`src/include/cpu_cfg.svh`:
```
`ifndef CPU_CFG_SVH
`define CPU_CFG_SVH

// ****************************************
// Datapath widths
// ****************************************
`define XLEN    32
`define REG_AW  5
`define EXC_W   8

// ****************************************
// Exception vector bit positions
// ****************************************
// Only the two low bits are raised in this stage
`define EXC_OVF 0
`define EXC_RI  1

`endif

```
`src/cpu_pkg.sv`:
```
`default_nettype none

`include "cpu_cfg.svh"

package cpu_pkg;

    typedef enum logic [3:0] {
        OP_ADD,
        OP_ADDU,
        OP_SUB,
        OP_AND,
        OP_OR,
        OP_XOR,
        OP_SLT,
        OP_SLL,
        OP_SRL,
        OP_LUI,
        OP_MULT,
        OP_MULTU
    } alu_op_t;

    // ****************************************
    // Issue packets from decode
    // ****************************************
    typedef struct packed {
        alu_op_t             op;
        logic [`XLEN-1:0]    src_a;
        logic [`XLEN-1:0]    src_b;
        logic [`XLEN-1:0]    rt_value;  // Store data
        logic [`XLEN-1:0]    pc;
        logic [`XLEN-1:0]    inst;
        logic [`REG_AW-1:0]  reg_waddr;
        logic [`REG_AW-1:0]  rd;
        logic                reg_wen;
        logic                mem_en;
        logic                memtoreg;
        logic                cp0write;
        logic                is_in_delayslot;
        logic [`EXC_W-1:0]   except;
    } ex_master_t;

    typedef struct packed {
        alu_op_t             op;
        logic [`XLEN-1:0]    src_a;
        logic [`XLEN-1:0]    src_b;
        logic [`XLEN-1:0]    pc;
        logic [`XLEN-1:0]    inst;
        logic [`REG_AW-1:0]  reg_waddr;
        logic                reg_wen;
        logic                memtoreg;
        logic                cp0write;
        logic                is_in_delayslot;
        logic [`EXC_W-1:0]   except;
    } ex_slave_t;

    // ****************************************
    // Memory-stage packets
    // ****************************************
    typedef struct packed {
        alu_op_t             op;
        logic [`XLEN-1:0]    rt_value;
        logic [`XLEN-1:0]    pc;
        logic [`XLEN-1:0]    inst;
        logic [`REG_AW-1:0]  reg_waddr;
        logic [`REG_AW-1:0]  rd;
        logic                reg_wen;
        logic                mem_en;
        logic                memtoreg;
        logic                cp0write;
        logic                is_in_delayslot;
        logic [`EXC_W-1:0]   except;
        logic [`XLEN-1:0]    alu_res;
        logic [2*`XLEN-1:0]  alu_out64;  // HI in the upper word
        logic                hilowrite;
    } mem_master_t;

    typedef struct packed {
        alu_op_t             op;
        logic [`XLEN-1:0]    pc;
        logic [`XLEN-1:0]    inst;
        logic [`REG_AW-1:0]  reg_waddr;
        logic                reg_wen;
        logic                memtoreg;
        logic                cp0write;
        logic                is_in_delayslot;
        logic [`EXC_W-1:0]   except;
        logic [`XLEN-1:0]    alu_res;
    } mem_slave_t;

    // Single-word result shared by both lanes, multiplies give zero here
    function automatic logic [`XLEN-1:0] alu_word(
        alu_op_t          op,
        logic [`XLEN-1:0] a,
        logic [`XLEN-1:0] b
    );
        logic [`XLEN-1:0] r;
        case (op)
            OP_ADD, OP_ADDU: r = a + b;
            OP_SUB:          r = a - b;
            OP_AND:          r = a & b;
            OP_OR:           r = a | b;
            OP_XOR:          r = a ^ b;
            OP_SLT:          r = {{(`XLEN-1){1'b0}}, $signed(a) < $signed(b)};
            OP_SLL:          r = a << b[$clog2(`XLEN)-1:0];
            OP_SRL:          r = a >> b[$clog2(`XLEN)-1:0];
            OP_LUI:          r = b << 16;
            default:         r = '0;
        endcase
        return r;
    endfunction

    // Signed overflow for ADD and SUB, judged from the sign bits
    function automatic logic alu_ovf(
        alu_op_t          op,
        logic [`XLEN-1:0] a,
        logic [`XLEN-1:0] b,
        logic [`XLEN-1:0] r
    );
        logic ovf;
        case (op)
            OP_ADD:  ovf = (a[`XLEN-1] == b[`XLEN-1]) && (r[`XLEN-1] != a[`XLEN-1]);
            OP_SUB:  ovf = (a[`XLEN-1] != b[`XLEN-1]) && (r[`XLEN-1] != a[`XLEN-1]);
            default: ovf = 1'b0;
        endcase
        return ovf;
    endfunction

endpackage

`default_nettype wire

```
`src/slave_alu.sv`:
```
`timescale 1ns/1ps
`default_nettype none

`include "cpu_cfg.svh"

module slave_alu (
    input  cpu_pkg::ex_slave_t  in,
    output cpu_pkg::mem_slave_t out
);

    logic [`XLEN-1:0] res;
    logic             ovf;
    logic             bad_op;

    assign res    = cpu_pkg::alu_word(in.op, in.src_a, in.src_b);
    assign ovf    = cpu_pkg::alu_ovf(in.op, in.src_a, in.src_b, res);
    // The multiplier sits in the master lane only
    assign bad_op = (in.op == cpu_pkg::OP_MULT) || (in.op == cpu_pkg::OP_MULTU);

    always_comb begin
        out.op              = in.op;
        out.pc              = in.pc;
        out.inst            = in.inst;
        out.reg_waddr       = in.reg_waddr;
        out.memtoreg        = in.memtoreg;
        out.cp0write        = in.cp0write;
        out.is_in_delayslot = in.is_in_delayslot;
        out.alu_res         = bad_op ? '0 : res;
        out.reg_wen         = in.reg_wen & ~ovf & ~bad_op;

        out.except           = in.except;
        out.except[`EXC_OVF] = in.except[`EXC_OVF] | ovf;
        out.except[`EXC_RI]  = in.except[`EXC_RI] | bad_op;
    end

endmodule

`default_nettype wire

```
`config.mk`:
```
export PLATFORM = sky130hd
export DESIGN_NAME = slave_alu
export DESIGN_NICKNAME = d
export VERILOG_FILES = /design/src/cpu_pkg.sv /design/src/slave_alu.sv
export VERILOG_INCLUDE_DIRS = /design/src /design/src/include
export SDC_FILE = /design/constraint.sdc
export NUM_CORES = 1
export LEC_CHECK = 0
export BUFFER_PORTS_ARGS = -buffer_cell sky130_fd_sc_hd__buf_4
export CORE_MARGIN = 8
export CORE_UTILIZATION = 55
export DETAILED_ROUTE_END_ITERATION = 12
export PLACE_DENSITY_LB_ADDON = 0.2
export SLEW_MARGIN = 30
export SYNTH_ARGS = -nofsm -noshare
export SYNTH_HDL_FRONTEND = slang
export SYNTH_SLANG_ARGS = --single-unit
```
`constraint.sdc`:
```
create_clock -name vclk -period 6.5
set_input_delay 0.975 -clock vclk [all_inputs]
set_output_delay 0.975 -clock vclk [all_outputs]
set_load 0.1 [all_outputs]
```
==> impl_metrics.tcl <==
set metrics [dict create \
    seq_cell_count 0 \
    ant_nets 0 \
    setup_viol 0 \
    grt_use_total 0.3668 \
    initial_core_util 0.5605 \
    rows 47 \
    synth_area_per_cell_um2 7.072 \
    cp-start-kind "input port" \
    grt_overflow 0 \
    drv_slew 0 \
    place_ws_ns 0.8865 \
    dp_hpwl_um 32800 \
    gp_congestion 1.052 \
    fin_area_um2 9462 \
    antenna_cells 0 \
    hold_viol_final 0 \
    seq_area_frac_synth 0 \
    grt_pass1_vias 9985 \
    synth_area_leaders "ha_1 13%, mux4_2 12%, buf_4 7.0%" \
    io_pins 266 \
    placed_area_um2 9462 \
    yosysTopAreaCell "ha_1" \
    min-delay-start "in[28]" \
    timing.hold.ws_ns 1.950 \
    grt_start_max_net_pins 59 \
    place_inst 1474 \
    wl_per_cell_um 27.97 \
    io_buffers 110 \
    p_leak_nw 4.109 \
    synthTopCellsByCount "126 x nor2_1, 112 x nand2_1, 97 x ha_1, 96 x a21oi_1, 92 x inv_1" \
    vias 10764 \
    outcome "finished, final reports clean" \
    hold_buffers 0 \
    finalCriticalPeriod_ns 5.871 \
    whs_path_depth 0 \
    end_kind "output pin" \
    layout.area.seq_um2 0 \
    post_cts_buffers 0 \
    grt_pass1_wl_um 61890 \
    finish.utilization 0.5746 \
    nets 1504 \
    synth.most_common_cell "nor2_1" \
    fin_ws_ns 0.6290 \
    max_slew_margin 0.3360 \
    postSynthNetCount 1553 \
    die_h_um 145.5 \
    syn2layout_area_growth_pct 2.522 \
    dieArea_um2 21180 \
    core_um2 16470 \
    synth_area_um2 9229 \
    routed_wl_um 41220 \
    cts_resized 0 \
    multi_input_area_um2 7831 \
    cp_data_arrival_time_ns 4.90 \
    syn_inst 1305 \
    worstMarginPinSlew_ns 0.9876 \
    crit_end "out[29]" \
    instances_no_fill 1474 \
    critPathRequiredTime_ns 5.52 \
    ir_worst_vdd_uv 86.34 \
    rsz0062_at_grt "false" \
    crit_path_start "in[83]" \
    vias_per_cell 7.303 \
    drt_first_iter_violations 1760 \
    power_density_nw_per_um2 119.2 \
    finalCritPeriodShare 0.9032 \
    die_w_um 145.5 \
    maxCapViolations 0 \
    synth.distinct_cells 82 \
    cp_max_fo 49 \
    setup.worst_path.class "input port to output pin" \
    n_fill_cell 1636 \
    drive_above_1_share 0.1778 \
    nClkBuffers 0 \
    hold_class "input port to output pin" \
    first_pass_iters 6 \
    synth.top_cell.area_share 0.1315 \
    antenna_found_initial 1 \
    drc_errors 0 \
    clock.fmax_mhz 170.3 \
    yosys_warnings 0 \
]
==> cells in the final DEF (no fill, tap or decap), drive strengths merged, types with 4 or more instances in the layout <==
cell type	synthesis	routed
nand2	112	112
nor4	11	11
nand3b	4	4
o21a	7	7
a31oi	10	10
a22oi	22	22
a221o	11	11
o311ai	4	4
nand4	5	5
o221ai	14	14
nand3	25	25
a211oi	16	16
mux2i	49	49
nor2	128	128
nand2b	12	12
buf	125	133
o31ai	7	7
and3	7	7
or2	4	4
nor2b	11	11
o2111ai	12	12
a22o	4	4
a21o	16	16
a211o	8	8
a221oi	12	12
o21ai	91	91
a222oi	13	13
o22ai	17	17
nor3	29	29
xnor2	5	5
ha	97	97
o21bai	10	10
mux4	51	51
and2	9	9
o41ai	4	4
a21oi	96	96
or3	16	16
o211ai	22	22
mux2	14	14
inv	92	92
==> power breakdown <==
part	leakage (nW)	internal, W	switching (W)
registers	0	0	0
clock network	0	0	0
logic	4.11	0.000342	0.000786
total	4.11	0.000342	0.000786
==> how the worst min path moves through the flow <==
stage               slack (ns)  endpoint
finish                    1.95   out[60]
floorplan                 2.16  out[100]
detailed placement        1.95  out[105]
global route              1.95   out[83]
global placement          1.95  out[105]
CTS                       1.95  out[105]
==> logic make-up after synthesis <==
| family | share of synthesized area |
|---|---|
| compound gates | 0.3160 |
| fa+ha+maj | 0.1358 |
| xor+xnor | 0.005694 |
| buf+inv | 0.1552 |
| simple gates | 0.1903 |
| mux | 0.1969 |
==> routing by layer <==
| metal | GRT usage | wire [µm] |
|---|---|---|
| met5 | 0 | 12 |
| met1 | 0.5064 | 16240 |
| met2 | 0.5114 | 16490 |
| met4 | 0.1504 | 2186 |
| met3 | 0.1191 | 6296 |
==> critical path, cell delays in order <==
cell       delay, ns
buf_4           0.44
clkinv_1        0.24
ha_1            0.45
nor4_1          0.51
nor4_1          0.16
o21a_1          0.28
a211oi_1        0.55
o21ai_0         0.35
a21oi_1         0.33
a21oi_1         0.11
o2bb2ai_1       0.17
buf_4           0.31
==> per-stage QoR <==
step / power, W / TNS [ns]
4_1_cts: 0.001092 / 0
3_3_place_gp: 0.001086 / 0
5_1_grt: 0.001179 / 0
3_5_place_dp: 0.001088 / 0
6_report: 0.001128 / 0
2_1_floorplan: 0.001005 / -0.3626
==> layout make-up <==
cell class / instances / share of cell area
Inverter: 95 / 0.03769
Multi-Input combinational cell: 1026 / 0.8277
Tap cell: 220 / 0.02909
Timing Repair Buffer: 133 / 0.1055
(Power assumes the default switching activity.)
