### config.mk
export PLATFORM = sky130hd
export DESIGN_NAME = ex_mem
export DESIGN_NICKNAME = d
export VERILOG_FILES = /design/src/cpu_pkg.sv /design/src/ex_mem.sv
export VERILOG_INCLUDE_DIRS = /design/src /design/src/include
export SDC_FILE = /design/constraint.sdc
export NUM_CORES = 1
export LEC_CHECK = 0
export BUFFER_PORTS_ARGS = -buffer_cell sky130_fd_sc_hd__buf_2
export CORE_AREA = 2 2 266 268
export CTS_BUF_LIST = sky130_fd_sc_hd__clkbuf_8
export DETAILED_ROUTE_END_ITERATION = 16
export DIE_AREA = 0 0 268 270
export PLACE_DENSITY = 0.37
export SLEW_MARGIN = 20
export SYNTH_ARGS = -nofsm -noshare
export SYNTH_HDL_FRONTEND = slang
export SYNTH_SLANG_ARGS = --single-unit
export TNS_END_PERCENT = 20
### constraint.sdc
create_clock -name clk -period 2.7 [get_ports clk]
set_input_delay 0.54 -clock clk [delete_from_list [all_inputs] [get_ports clk]]
set_output_delay 0.54 -clock clk [all_outputs]
set_load 0.01 [all_outputs]
### src/include/cpu_cfg.svh
`ifndef CPU_CFG_SVH
`define CPU_CFG_SVH

// ****************************************
// Datapath widths
// ****************************************
`define XLEN    32
`define REG_AW  5
`define EXC_W   8

// ****************************************
// Exception vector bit positions
// ****************************************
// Only the two low bits are raised in this stage
`define EXC_OVF 0
`define EXC_RI  1

`endif

### src/cpu_pkg.sv
`default_nettype none

`include "cpu_cfg.svh"

package cpu_pkg;

    typedef enum logic [3:0] {
        OP_ADD,
        OP_ADDU,
        OP_SUB,
        OP_AND,
        OP_OR,
        OP_XOR,
        OP_SLT,
        OP_SLL,
        OP_SRL,
        OP_LUI,
        OP_MULT,
        OP_MULTU
    } alu_op_t;

    // ****************************************
    // Issue packets from decode
    // ****************************************
    typedef struct packed {
        alu_op_t             op;
        logic [`XLEN-1:0]    src_a;
        logic [`XLEN-1:0]    src_b;
        logic [`XLEN-1:0]    rt_value;  // Store data
        logic [`XLEN-1:0]    pc;
        logic [`XLEN-1:0]    inst;
        logic [`REG_AW-1:0]  reg_waddr;
        logic [`REG_AW-1:0]  rd;
        logic                reg_wen;
        logic                mem_en;
        logic                memtoreg;
        logic                cp0write;
        logic                is_in_delayslot;
        logic [`EXC_W-1:0]   except;
    } ex_master_t;

    typedef struct packed {
        alu_op_t             op;
        logic [`XLEN-1:0]    src_a;
        logic [`XLEN-1:0]    src_b;
        logic [`XLEN-1:0]    pc;
        logic [`XLEN-1:0]    inst;
        logic [`REG_AW-1:0]  reg_waddr;
        logic                reg_wen;
        logic                memtoreg;
        logic                cp0write;
        logic                is_in_delayslot;
        logic [`EXC_W-1:0]   except;
    } ex_slave_t;

    // ****************************************
    // Memory-stage packets
    // ****************************************
    typedef struct packed {
        alu_op_t             op;
        logic [`XLEN-1:0]    rt_value;
        logic [`XLEN-1:0]    pc;
        logic [`XLEN-1:0]    inst;
        logic [`REG_AW-1:0]  reg_waddr;
        logic [`REG_AW-1:0]  rd;
        logic                reg_wen;
        logic                mem_en;
        logic                memtoreg;
        logic                cp0write;
        logic                is_in_delayslot;
        logic [`EXC_W-1:0]   except;
        logic [`XLEN-1:0]    alu_res;
        logic [2*`XLEN-1:0]  alu_out64;  // HI in the upper word
        logic                hilowrite;
    } mem_master_t;

    typedef struct packed {
        alu_op_t             op;
        logic [`XLEN-1:0]    pc;
        logic [`XLEN-1:0]    inst;
        logic [`REG_AW-1:0]  reg_waddr;
        logic                reg_wen;
        logic                memtoreg;
        logic                cp0write;
        logic                is_in_delayslot;
        logic [`EXC_W-1:0]   except;
        logic [`XLEN-1:0]    alu_res;
    } mem_slave_t;

    // Single-word result shared by both lanes, multiplies give zero here
    function automatic logic [`XLEN-1:0] alu_word(
        alu_op_t          op,
        logic [`XLEN-1:0] a,
        logic [`XLEN-1:0] b
    );
        logic [`XLEN-1:0] r;
        case (op)
            OP_ADD, OP_ADDU: r = a + b;
            OP_SUB:          r = a - b;
            OP_AND:          r = a & b;
            OP_OR:           r = a | b;
            OP_XOR:          r = a ^ b;
            OP_SLT:          r = {{(`XLEN-1){1'b0}}, $signed(a) < $signed(b)};
            OP_SLL:          r = a << b[$clog2(`XLEN)-1:0];
            OP_SRL:          r = a >> b[$clog2(`XLEN)-1:0];
            OP_LUI:          r = b << 16;
            default:         r = '0;
        endcase
        return r;
    endfunction

    // Signed overflow for ADD and SUB, judged from the sign bits
    function automatic logic alu_ovf(
        alu_op_t          op,
        logic [`XLEN-1:0] a,
        logic [`XLEN-1:0] b,
        logic [`XLEN-1:0] r
    );
        logic ovf;
        case (op)
            OP_ADD:  ovf = (a[`XLEN-1] == b[`XLEN-1]) && (r[`XLEN-1] != a[`XLEN-1]);
            OP_SUB:  ovf = (a[`XLEN-1] != b[`XLEN-1]) && (r[`XLEN-1] != a[`XLEN-1]);
            default: ovf = 1'b0;
        endcase
        return ovf;
    endfunction

endpackage

`default_nettype wire

### src/ex_mem.sv
`timescale 1ns/1ps
`default_nettype none

module ex_mem (
    input  logic                 clk,
    input  logic                 reset,
    input  logic                 clear_master,
    input  logic                 clear_slave,
    input  logic                 ena_master,
    input  logic                 ena_slave,
    input  cpu_pkg::mem_master_t master_in,
    input  cpu_pkg::mem_slave_t  slave_in,
    output cpu_pkg::mem_master_t master_out,
    output cpu_pkg::mem_slave_t  slave_out
);

    // ****************************************
    // Master lane
    // ****************************************
    // Clear wins over enable so a flush lands even during a stall
    always_ff @(posedge clk) begin
        if (reset || clear_master) begin
            master_out <= '0;
        end else if (ena_master) begin
            master_out <= master_in;
        end
    end

    // ****************************************
    // Slave lane
    // ****************************************
    always_ff @(posedge clk) begin
        if (reset || clear_slave) begin
            slave_out <= '0;  // All write flags drop with the packet
        end else if (ena_slave) begin
            slave_out <= slave_in;
        end
    end

endmodule

`default_nettype wire

==> metrics.log, run 1 <==
INFO  metric cts_setup_buffers = 0
INFO  metric post_route_cells_drive_above_1_share = 43.5%
INFO  metric hpwlAfterDp = 33.4 mm
INFO  metric top_level_ports = 680
INFO  metric core_area = 69,500 µm²
INFO  metric grt_pass1_wl = 64.7 mm
INFO  metric status = complete, no violations
INFO  metric vias = 10.1k
INFO  metric p_leak = 9.30 nW
INFO  metric endpoint_kind = primary output
INFO  metric cts_buffer_depth = 3
INFO  metric critical_path.max_stage_delay = 420 ps
INFO  metric cts_tree = built
INFO  metric worstSkewPairLatency = 610 ps
INFO  metric antenna_found_initial = 7
INFO  metric timing.setup.tns = 0 ps
INFO  metric synth_nets = 1,432
INFO  metric setup_violations = 0
INFO  metric avgSynthCellArea = 11.0 µm²
INFO  metric synthCells = 1,089
INFO  metric final_period_minus_worst_setup_slack = 1740 ps
INFO  metric n_fill_cell = 7,691
INFO  metric post_dp_cell_area = 16,400 µm²
INFO  metric multiInputGateArea = 4660 µm²
INFO  metric cts.sinks = 337
INFO  metric first_iteration_detailed_routing_drc_count = 365
INFO  metric yosys_synthesis_warning_count = 0
INFO  metric cts.root.buffer_cell = clkbuf_8
INFO  metric detail_route.drc_violations = 0
INFO  metric cp-start-kind = flop
INFO  metric row_count = 97
INFO  metric required = 2160 ps
INFO  metric max-slew-margin-rel = 51.2%
INFO  metric port_buffers = 679
INFO  metric final_cell_area = 17,700 µm²
INFO  metric clk_transition_reported_paths = 60 ps
INFO  metric cts_max_level = 3
INFO  metric power.density = 646 nW/µm²
INFO  metric fin_hold_ws = 154 ps
INFO  metric post_cts_resized = 0
INFO  metric synth.yosys.seq_area_share = 56.1%
INFO  metric timing_worst_slew_pin_value = 733 ps
INFO  metric area.growth.synth_to_final = 47.1%
INFO  metric timing.fmax = 575 MHz
INFO  metric timing.final.hold_violations = 0
INFO  metric synth_seq_cells = 337
INFO  metric starting_utilization_of_the_core_area = 17.3%
INFO  metric data_arrival_time_of_the_critical_path = 1200 ps
INFO  metric drv_slew = 0
INFO  metric globalRouteOverflowTotal = 0
INFO  metric cts_buffers = 67
INFO  metric finalWeightedCongestion = 0.774
INFO  metric critPathTopFamily = flip-flops
INFO  metric globalRouteTotalUtil = 11.8%
INFO  metric vdd.ir_drop.worst = 0.373 mV
INFO  metric cts-hold-fix-buffers = 0
INFO  metric finish.net_count = 2,142
INFO  metric clock_skew = 0 ps
INFO  metric worst_hold_path_type = in -> reg
INFO  metric dr.pass1.iters = 4
INFO  metric final_antenna_net_count = 0
INFO  metric die_height = 270 µm
INFO  metric post_synth_instance_area = 12,000 µm²
INFO  metric critical_path_buf_inv_count = 1
INFO  metric cp_max_fo = 2
INFO  metric grt_setup_unrepaired = no
INFO  metric max_cap_viol_count = 0
INFO  metric design.die.area = 72,400 µm²
INFO  metric netlist-cell-type-count = 8
INFO  metric die_width = 268 µm
INFO  metric criticalPathCategory = reg -> out
INFO  metric via_density_per_instance = 3.63
INFO  metric via_count_of_the_first_global_routing_pass = 10.4k
INFO  metric ff_latch_area = 6750 µm²
INFO  metric cp_cell_sequence = buf_2
INFO  metric wl_per_cell = 15.9 µm
INFO  metric period_share = 64.5%
INFO  metric pin_count_of_the_biggest_net_entering_global_routing = 115
INFO  metric critical-path-slowest-cell = dfxtp_1
INFO  metric postRouteWirelength = 44.3 mm
[layout by cell type, fill, tap and decap left out, drive strengths merged]
master,netlist,layout
clkbuf,10,76
bufinv,0,2
diode,0,6
clkinvlp,0,2
nor2,337,337
mux2i,337,337
buf,66,717
dfxtp,337,337
or2,2,2
inv,0,35
[registers in the layout, summed over array words and instances (netlist names)]
signal / cells
slave_out: 117
master_out: 220
[cell usage after synthesis]
master | instances | area, µm²
nor2_1 | 337 | 1260
dfxtp_1 | 337 | 6750
buf_6 | 33 | 372
clkbuf_1 | 10 | 37.5
buf_4 | 21 | 158
buf_2 | 12 | 60.1
or2_1 | 2 | 12.5
mux2i_1 | 337 | 3370
[power by group]
group          switching [mW]  internal [mW]
registers              0.0829           5.14
logic                   0.602          0.587
clock network            2.25           2.75
[cell families after synthesis]
| family | Yosys count | share of synthesized area [%] |
|---|---|---|
| buf+inv | 76 | 5.21 |
| simple gates | 339 | 10.6 |
| mux | 337 | 28.1 |
| flops | 337 | 56.1 |
[area by class of cell]
| class | count | share of cell area, % |
|---|---|---|
| flip-flops and latches | 337 | 38.1 |
| multi-input cells | 676 | 26.3 |
| repair buffers | 717 | 21.6 |
| well taps | 940 | 6.65 |
| clock buffers | 76 | 5.91 |
| clock inverters | 39 | 1.25 |
| diodes | 6 | 0.0849 |
[metal layers]
metal	global-route usage (%)	vias to the layer above	share of wire (%)	routed length (µm)
li1	-	5043	-	-
met1	12.1	4597	37	16400
met2	21.3	394	52	23000
met3	4.55	78	8.3	3670
met4	4.48	6	2.7	1210
met5	0	-	0.079	35
[through the flow]
step	util [%]	setup WS, ps	total power [mW]	std cells
floorplan	-	1390	5.98	1089
global placement	23.6	859	6.54	2670
detailed placement	23.6	871	6.54	2670
CTS	25.4	851	11.7	2785
global route	25.4	854	12.1	2789
finish	25.4	960	11.4	2791
[path summary, 6_finish.rpt]
path                   from         endpoint  slack (ps)  depth (start not counted)
min          master_in[155]  master_out[155]         150                          3
max reg2reg   slave_out[76]    slave_out[76]        2010                          2
min reg2reg  master_out[90]   master_out[90]         490                          2
max           slave_out[76]    slave_out[76]         960                          1
No activity file was read; power rests on OpenSTA's default activity.
==> inputs of run 2 (changes only) <==
--- a/config.mk
+++ b/config.mk
@@ -11,7 +11,7 @@
 export CTS_BUF_LIST = sky130_fd_sc_hd__clkbuf_8
 export DETAILED_ROUTE_END_ITERATION = 16
 export DIE_AREA = 0 0 268 270
-export PLACE_DENSITY = 0.37
+export PLACE_DENSITY = 0.39
 export SLEW_MARGIN = 20
 export SYNTH_ARGS = -nofsm -noshare
 export SYNTH_HDL_FRONTEND = slang
==> constraint.sdc (replaced) <==
create_clock -name clk -period 1.5 [get_ports clk]
set_input_delay 0.3 -clock clk [delete_from_list [all_inputs] [get_ports clk]]
set_output_delay 0.3 -clock clk [all_outputs]
set_load 0.01 [all_outputs]
==> run 2 against run 1 <==
  * First-iteration DRC count decreased by 42%
  * Critical path type unchanged
  * Clock power is 79% higher
  * Via count up 14%
  * Clock-buffer cell count is 4 higher
  * Global-route usage grew 0.55 points
  * Sequential power rose by 80%
  * Largest cell class is now non-clock buffers
  * Clock skew is the same
  * Power grew 86%
  * Non-clock buffer count increased by 337
  * Final cell count up 12%
==> metrics.log, run 2 (synthesized netlist as in run 1, its figures left out) <==
INFO  metric die_width = 268 µm (unchanged)
INFO  metric data_arrival_time_of_the_critical_path = 1120 ps (-80 ps)
INFO  metric max-slew-margin-rel = 72.1% (+21 points)
INFO  metric detail_route.drc_violations = 0 (unchanged)
INFO  metric timing.fmax = 703 MHz
INFO  metric grt_pass1_wl = 69.0 mm (+6.7%)
INFO  metric finish.net_count = 2,480 (+16%)
INFO  metric port_buffers = 679 (unchanged)
INFO  metric power.density = 999 nW/µm² (+55%)
INFO  metric core_area = 69,500 µm² (unchanged)
INFO  metric vias = 11.5k (+14%)
INFO  metric row_count = 97 (unchanged)
INFO  metric antenna_found_initial = 3 (-4)
INFO  metric layout_commonest_cell = buf_2
INFO  metric critical_path.max_stage_delay = 360 ps (-60 ps)
INFO  metric cts_setup_buffers = 0 (unchanged)
INFO  metric design.die.area = 72,400 µm² (unchanged)
INFO  metric max_reg_flops = 220 (unchanged)
INFO  metric endpoint_kind = primary output
INFO  metric status = complete, no violations
INFO  metric internal-power = 15.8 mW (+86%)
INFO  metric power_switching = 5.51 mW (+87%)
INFO  metric dr.pass1.iters = 4 (unchanged)
INFO  metric area.growth.synth_to_final = 77.3%
INFO  metric globalRouteOverflowTotal = 0 (unchanged)
INFO  metric timing.final.hold_violations = 0 (unchanged)
INFO  metric final_period_minus_worst_setup_slack = 1420 ps
INFO  metric worstSkewPairLatency = 620 ps (about the same)
INFO  metric hpwlAfterDp = 33.8 mm (+1.3%)
INFO  metric setup_violations = 0 (unchanged)
INFO  metric timing.setup.tns = 0 ps (unchanged)
INFO  metric timing_worst_slew_pin_value = 419 ps (-314 ps)
INFO  metric final_core_utilization = 30.7% (+5.2 points)
INFO  metric finalWeightedCongestion = 0.791 (+2.3%)
INFO  metric globalRouteTotalUtil = 12.3% (+0.55 points)
INFO  metric criticalPathCategory = reg -> out
INFO  metric via_count_of_the_first_global_routing_pass = 12.5k (+19%)
INFO  metric cp_cell_sequence = buf_2
INFO  metric via_density_per_instance = 3.68 (+1.6%)
INFO  metric cts.root.buffer_cell = clkbuf_8
INFO  metric max_cap_viol_count = 0 (unchanged)
INFO  metric post_route_cells_drive_above_1_share = 38.9% (-4.6 points)
INFO  metric worst_hold_path_type = in -> reg
INFO  metric critPathTopFamily = flip-flops
INFO  metric die_height = 270 µm (unchanged)
INFO  metric p_leak = 10.8 nW (+16%)
INFO  metric layout.cells.most_common_list = buf_2 (649), mux2i_1 (337), nor2_1 (337), dlygate4sd3_1 (337), dfxtp_1 (299)
INFO  metric cts_max_level = 3 (unchanged)
INFO  metric sw_frac_of_total = 25.9% (+0.14 points)
INFO  metric clk_transition_reported_paths = 50 ps (about the same)
INFO  metric cts_buffer_depth = 3 (unchanged)
INFO  metric period_share = 94.9%
INFO  metric required = 1200 ps (-960 ps)
INFO  metric top_level_ports = 680 (unchanged)
INFO  metric cts_buffers = 68 (+1.5%)
INFO  metric cts_tree = built
INFO  metric critical-path-slowest-cell = dfxtp_1
INFO  metric clock_power_share = 42.0% (-1.8 points)
INFO  metric final_antenna_net_count = 0 (unchanged)
INFO  metric drv_slew = 0 (unchanged)
INFO  metric starting_utilization_of_the_core_area = 17.3% (unchanged)
INFO  metric seqPwrFrac = 44.2% (-1.6 points)
INFO  metric clock_skew = 0 ps (unchanged)
INFO  metric cp_max_fo = 2 (unchanged)
INFO  metric critical_path_buf_inv_count = 1 (unchanged)
INFO  metric largestRegisters = master_out (220), slave_out (117)
INFO  metric cts.sinks = 337 (unchanged)
INFO  metric first_iteration_detailed_routing_drc_count = 211 (-42%)
INFO  metric largest-register = master_out
INFO  metric cp-start-kind = flop
INFO  metric wl_per_cell = 14.9 µm (-6.2%)
INFO  metric pin_count_of_the_biggest_net_entering_global_routing = 72 (-37%)
INFO  metric postRouteWirelength = 46.6 mm (+5.2%)
INFO  metric combPwrFrac = 13.8% (+3.4 points)
INFO  metric vdd.ir_drop.worst = 0.497 mV (+33%)
==> run 2: cell types whose count changed in the layout (fill, tap and decap cells not counted), sizes merged <==
cell | previous run | this run
dlygate4sd3 | 0 | 337
clkinv | 0 | 7
inv | 35 | 28
clkbuf | 76 | 80
diode | 6 | 3
bufinv | 2 | 0
clkinvlp | 2 | 3
==> run 2: metrics by stage <==
| step | hold slack [ps] | setup WS (ps) | power (mW) | instance area [µm²] | cells |
|---|---|---|---|---|---|
| after floorplan | 447 | 428 | 10.8 | 12000 | 1089 |
| after global placement | 468 | 203 | 11.8 | 16500 | 2670 |
| after detailed placement | 476 | 190 | 11.8 | 16500 | 2670 |
| after CTS | 50.8 | 0.128 | 21.8 | 21200 | 3125 |
| after global routing | 60.0 | -1.85 | 22.5 | 21300 | 3127 |
| final | 116 | 76.8 | 21.3 | 21300 | 3128 |
==> run 2: timing repair <==
action,CTS,global route
endpoints found under the setup margin,24,33
gates resized for setup,32,39
hold buffers,337,0
hold endpoints to repair,337,0
==> run 2: worst paths after layout <==
path | from | depth (start not counted) | endpoint | slack [ps]
setup reg to reg | master_out[143] | 2 | master_out[143] | 830
hold / removal | ena_slave | 3 | slave_out[38] | 120
setup / recovery | slave_out[44] | 1 | slave_out[44] | 80
hold reg to reg | master_out[14] | 2 | master_out[14] | 480
==> run 2: power groups by stage <==
stage | Clock (mW) | Sequential (mW) | Combinational, mW
3_3_place_gp | 0 | 9.59 | 2.21
6_report | 8.95 | 9.41 | 2.93
5_1_grt | 9.85 | 9.44 | 3.18
3_5_place_dp | 0 | 9.59 | 2.22
4_1_cts | 9.41 | 9.41 | 2.96
2_1_floorplan | 0 | 9.72 | 1.04
==> run 2: final cells by class <==
| cell class | count | area, µm² |
|---|---|---|
| Clock inverter | 38 | 178 |
| Antenna cell | 3 | 7.51 |
| Fill cell | 7330 | 48200 |
| Sequential cell | 337 | 6800 |
| Multi-Input combinational cell | 676 | 4660 |
| Tap cell | 940 | 1180 |
| Timing Repair Buffer | 1054 | 7400 |
| Clock buffer | 80 | 1100 |
==> run 2: routing by layer <==
layer,global-route usage [%],vias to the layer above,wire (µm)
met5,0,-,13
met4,4.54,2,1180
met3,3.93,78,3270
met2,23.0,416,24500
met1,12.6,5309,17700
li1,-,5712,-
==> run 2: worst register-to-register path, delay by kind of cell, from the launching register on <==
family | cells | cell delay (ps)
multiplexers | 1 | 160
AND/OR/NAND/NOR | 1 | 80
flip-flops | 1 | 320
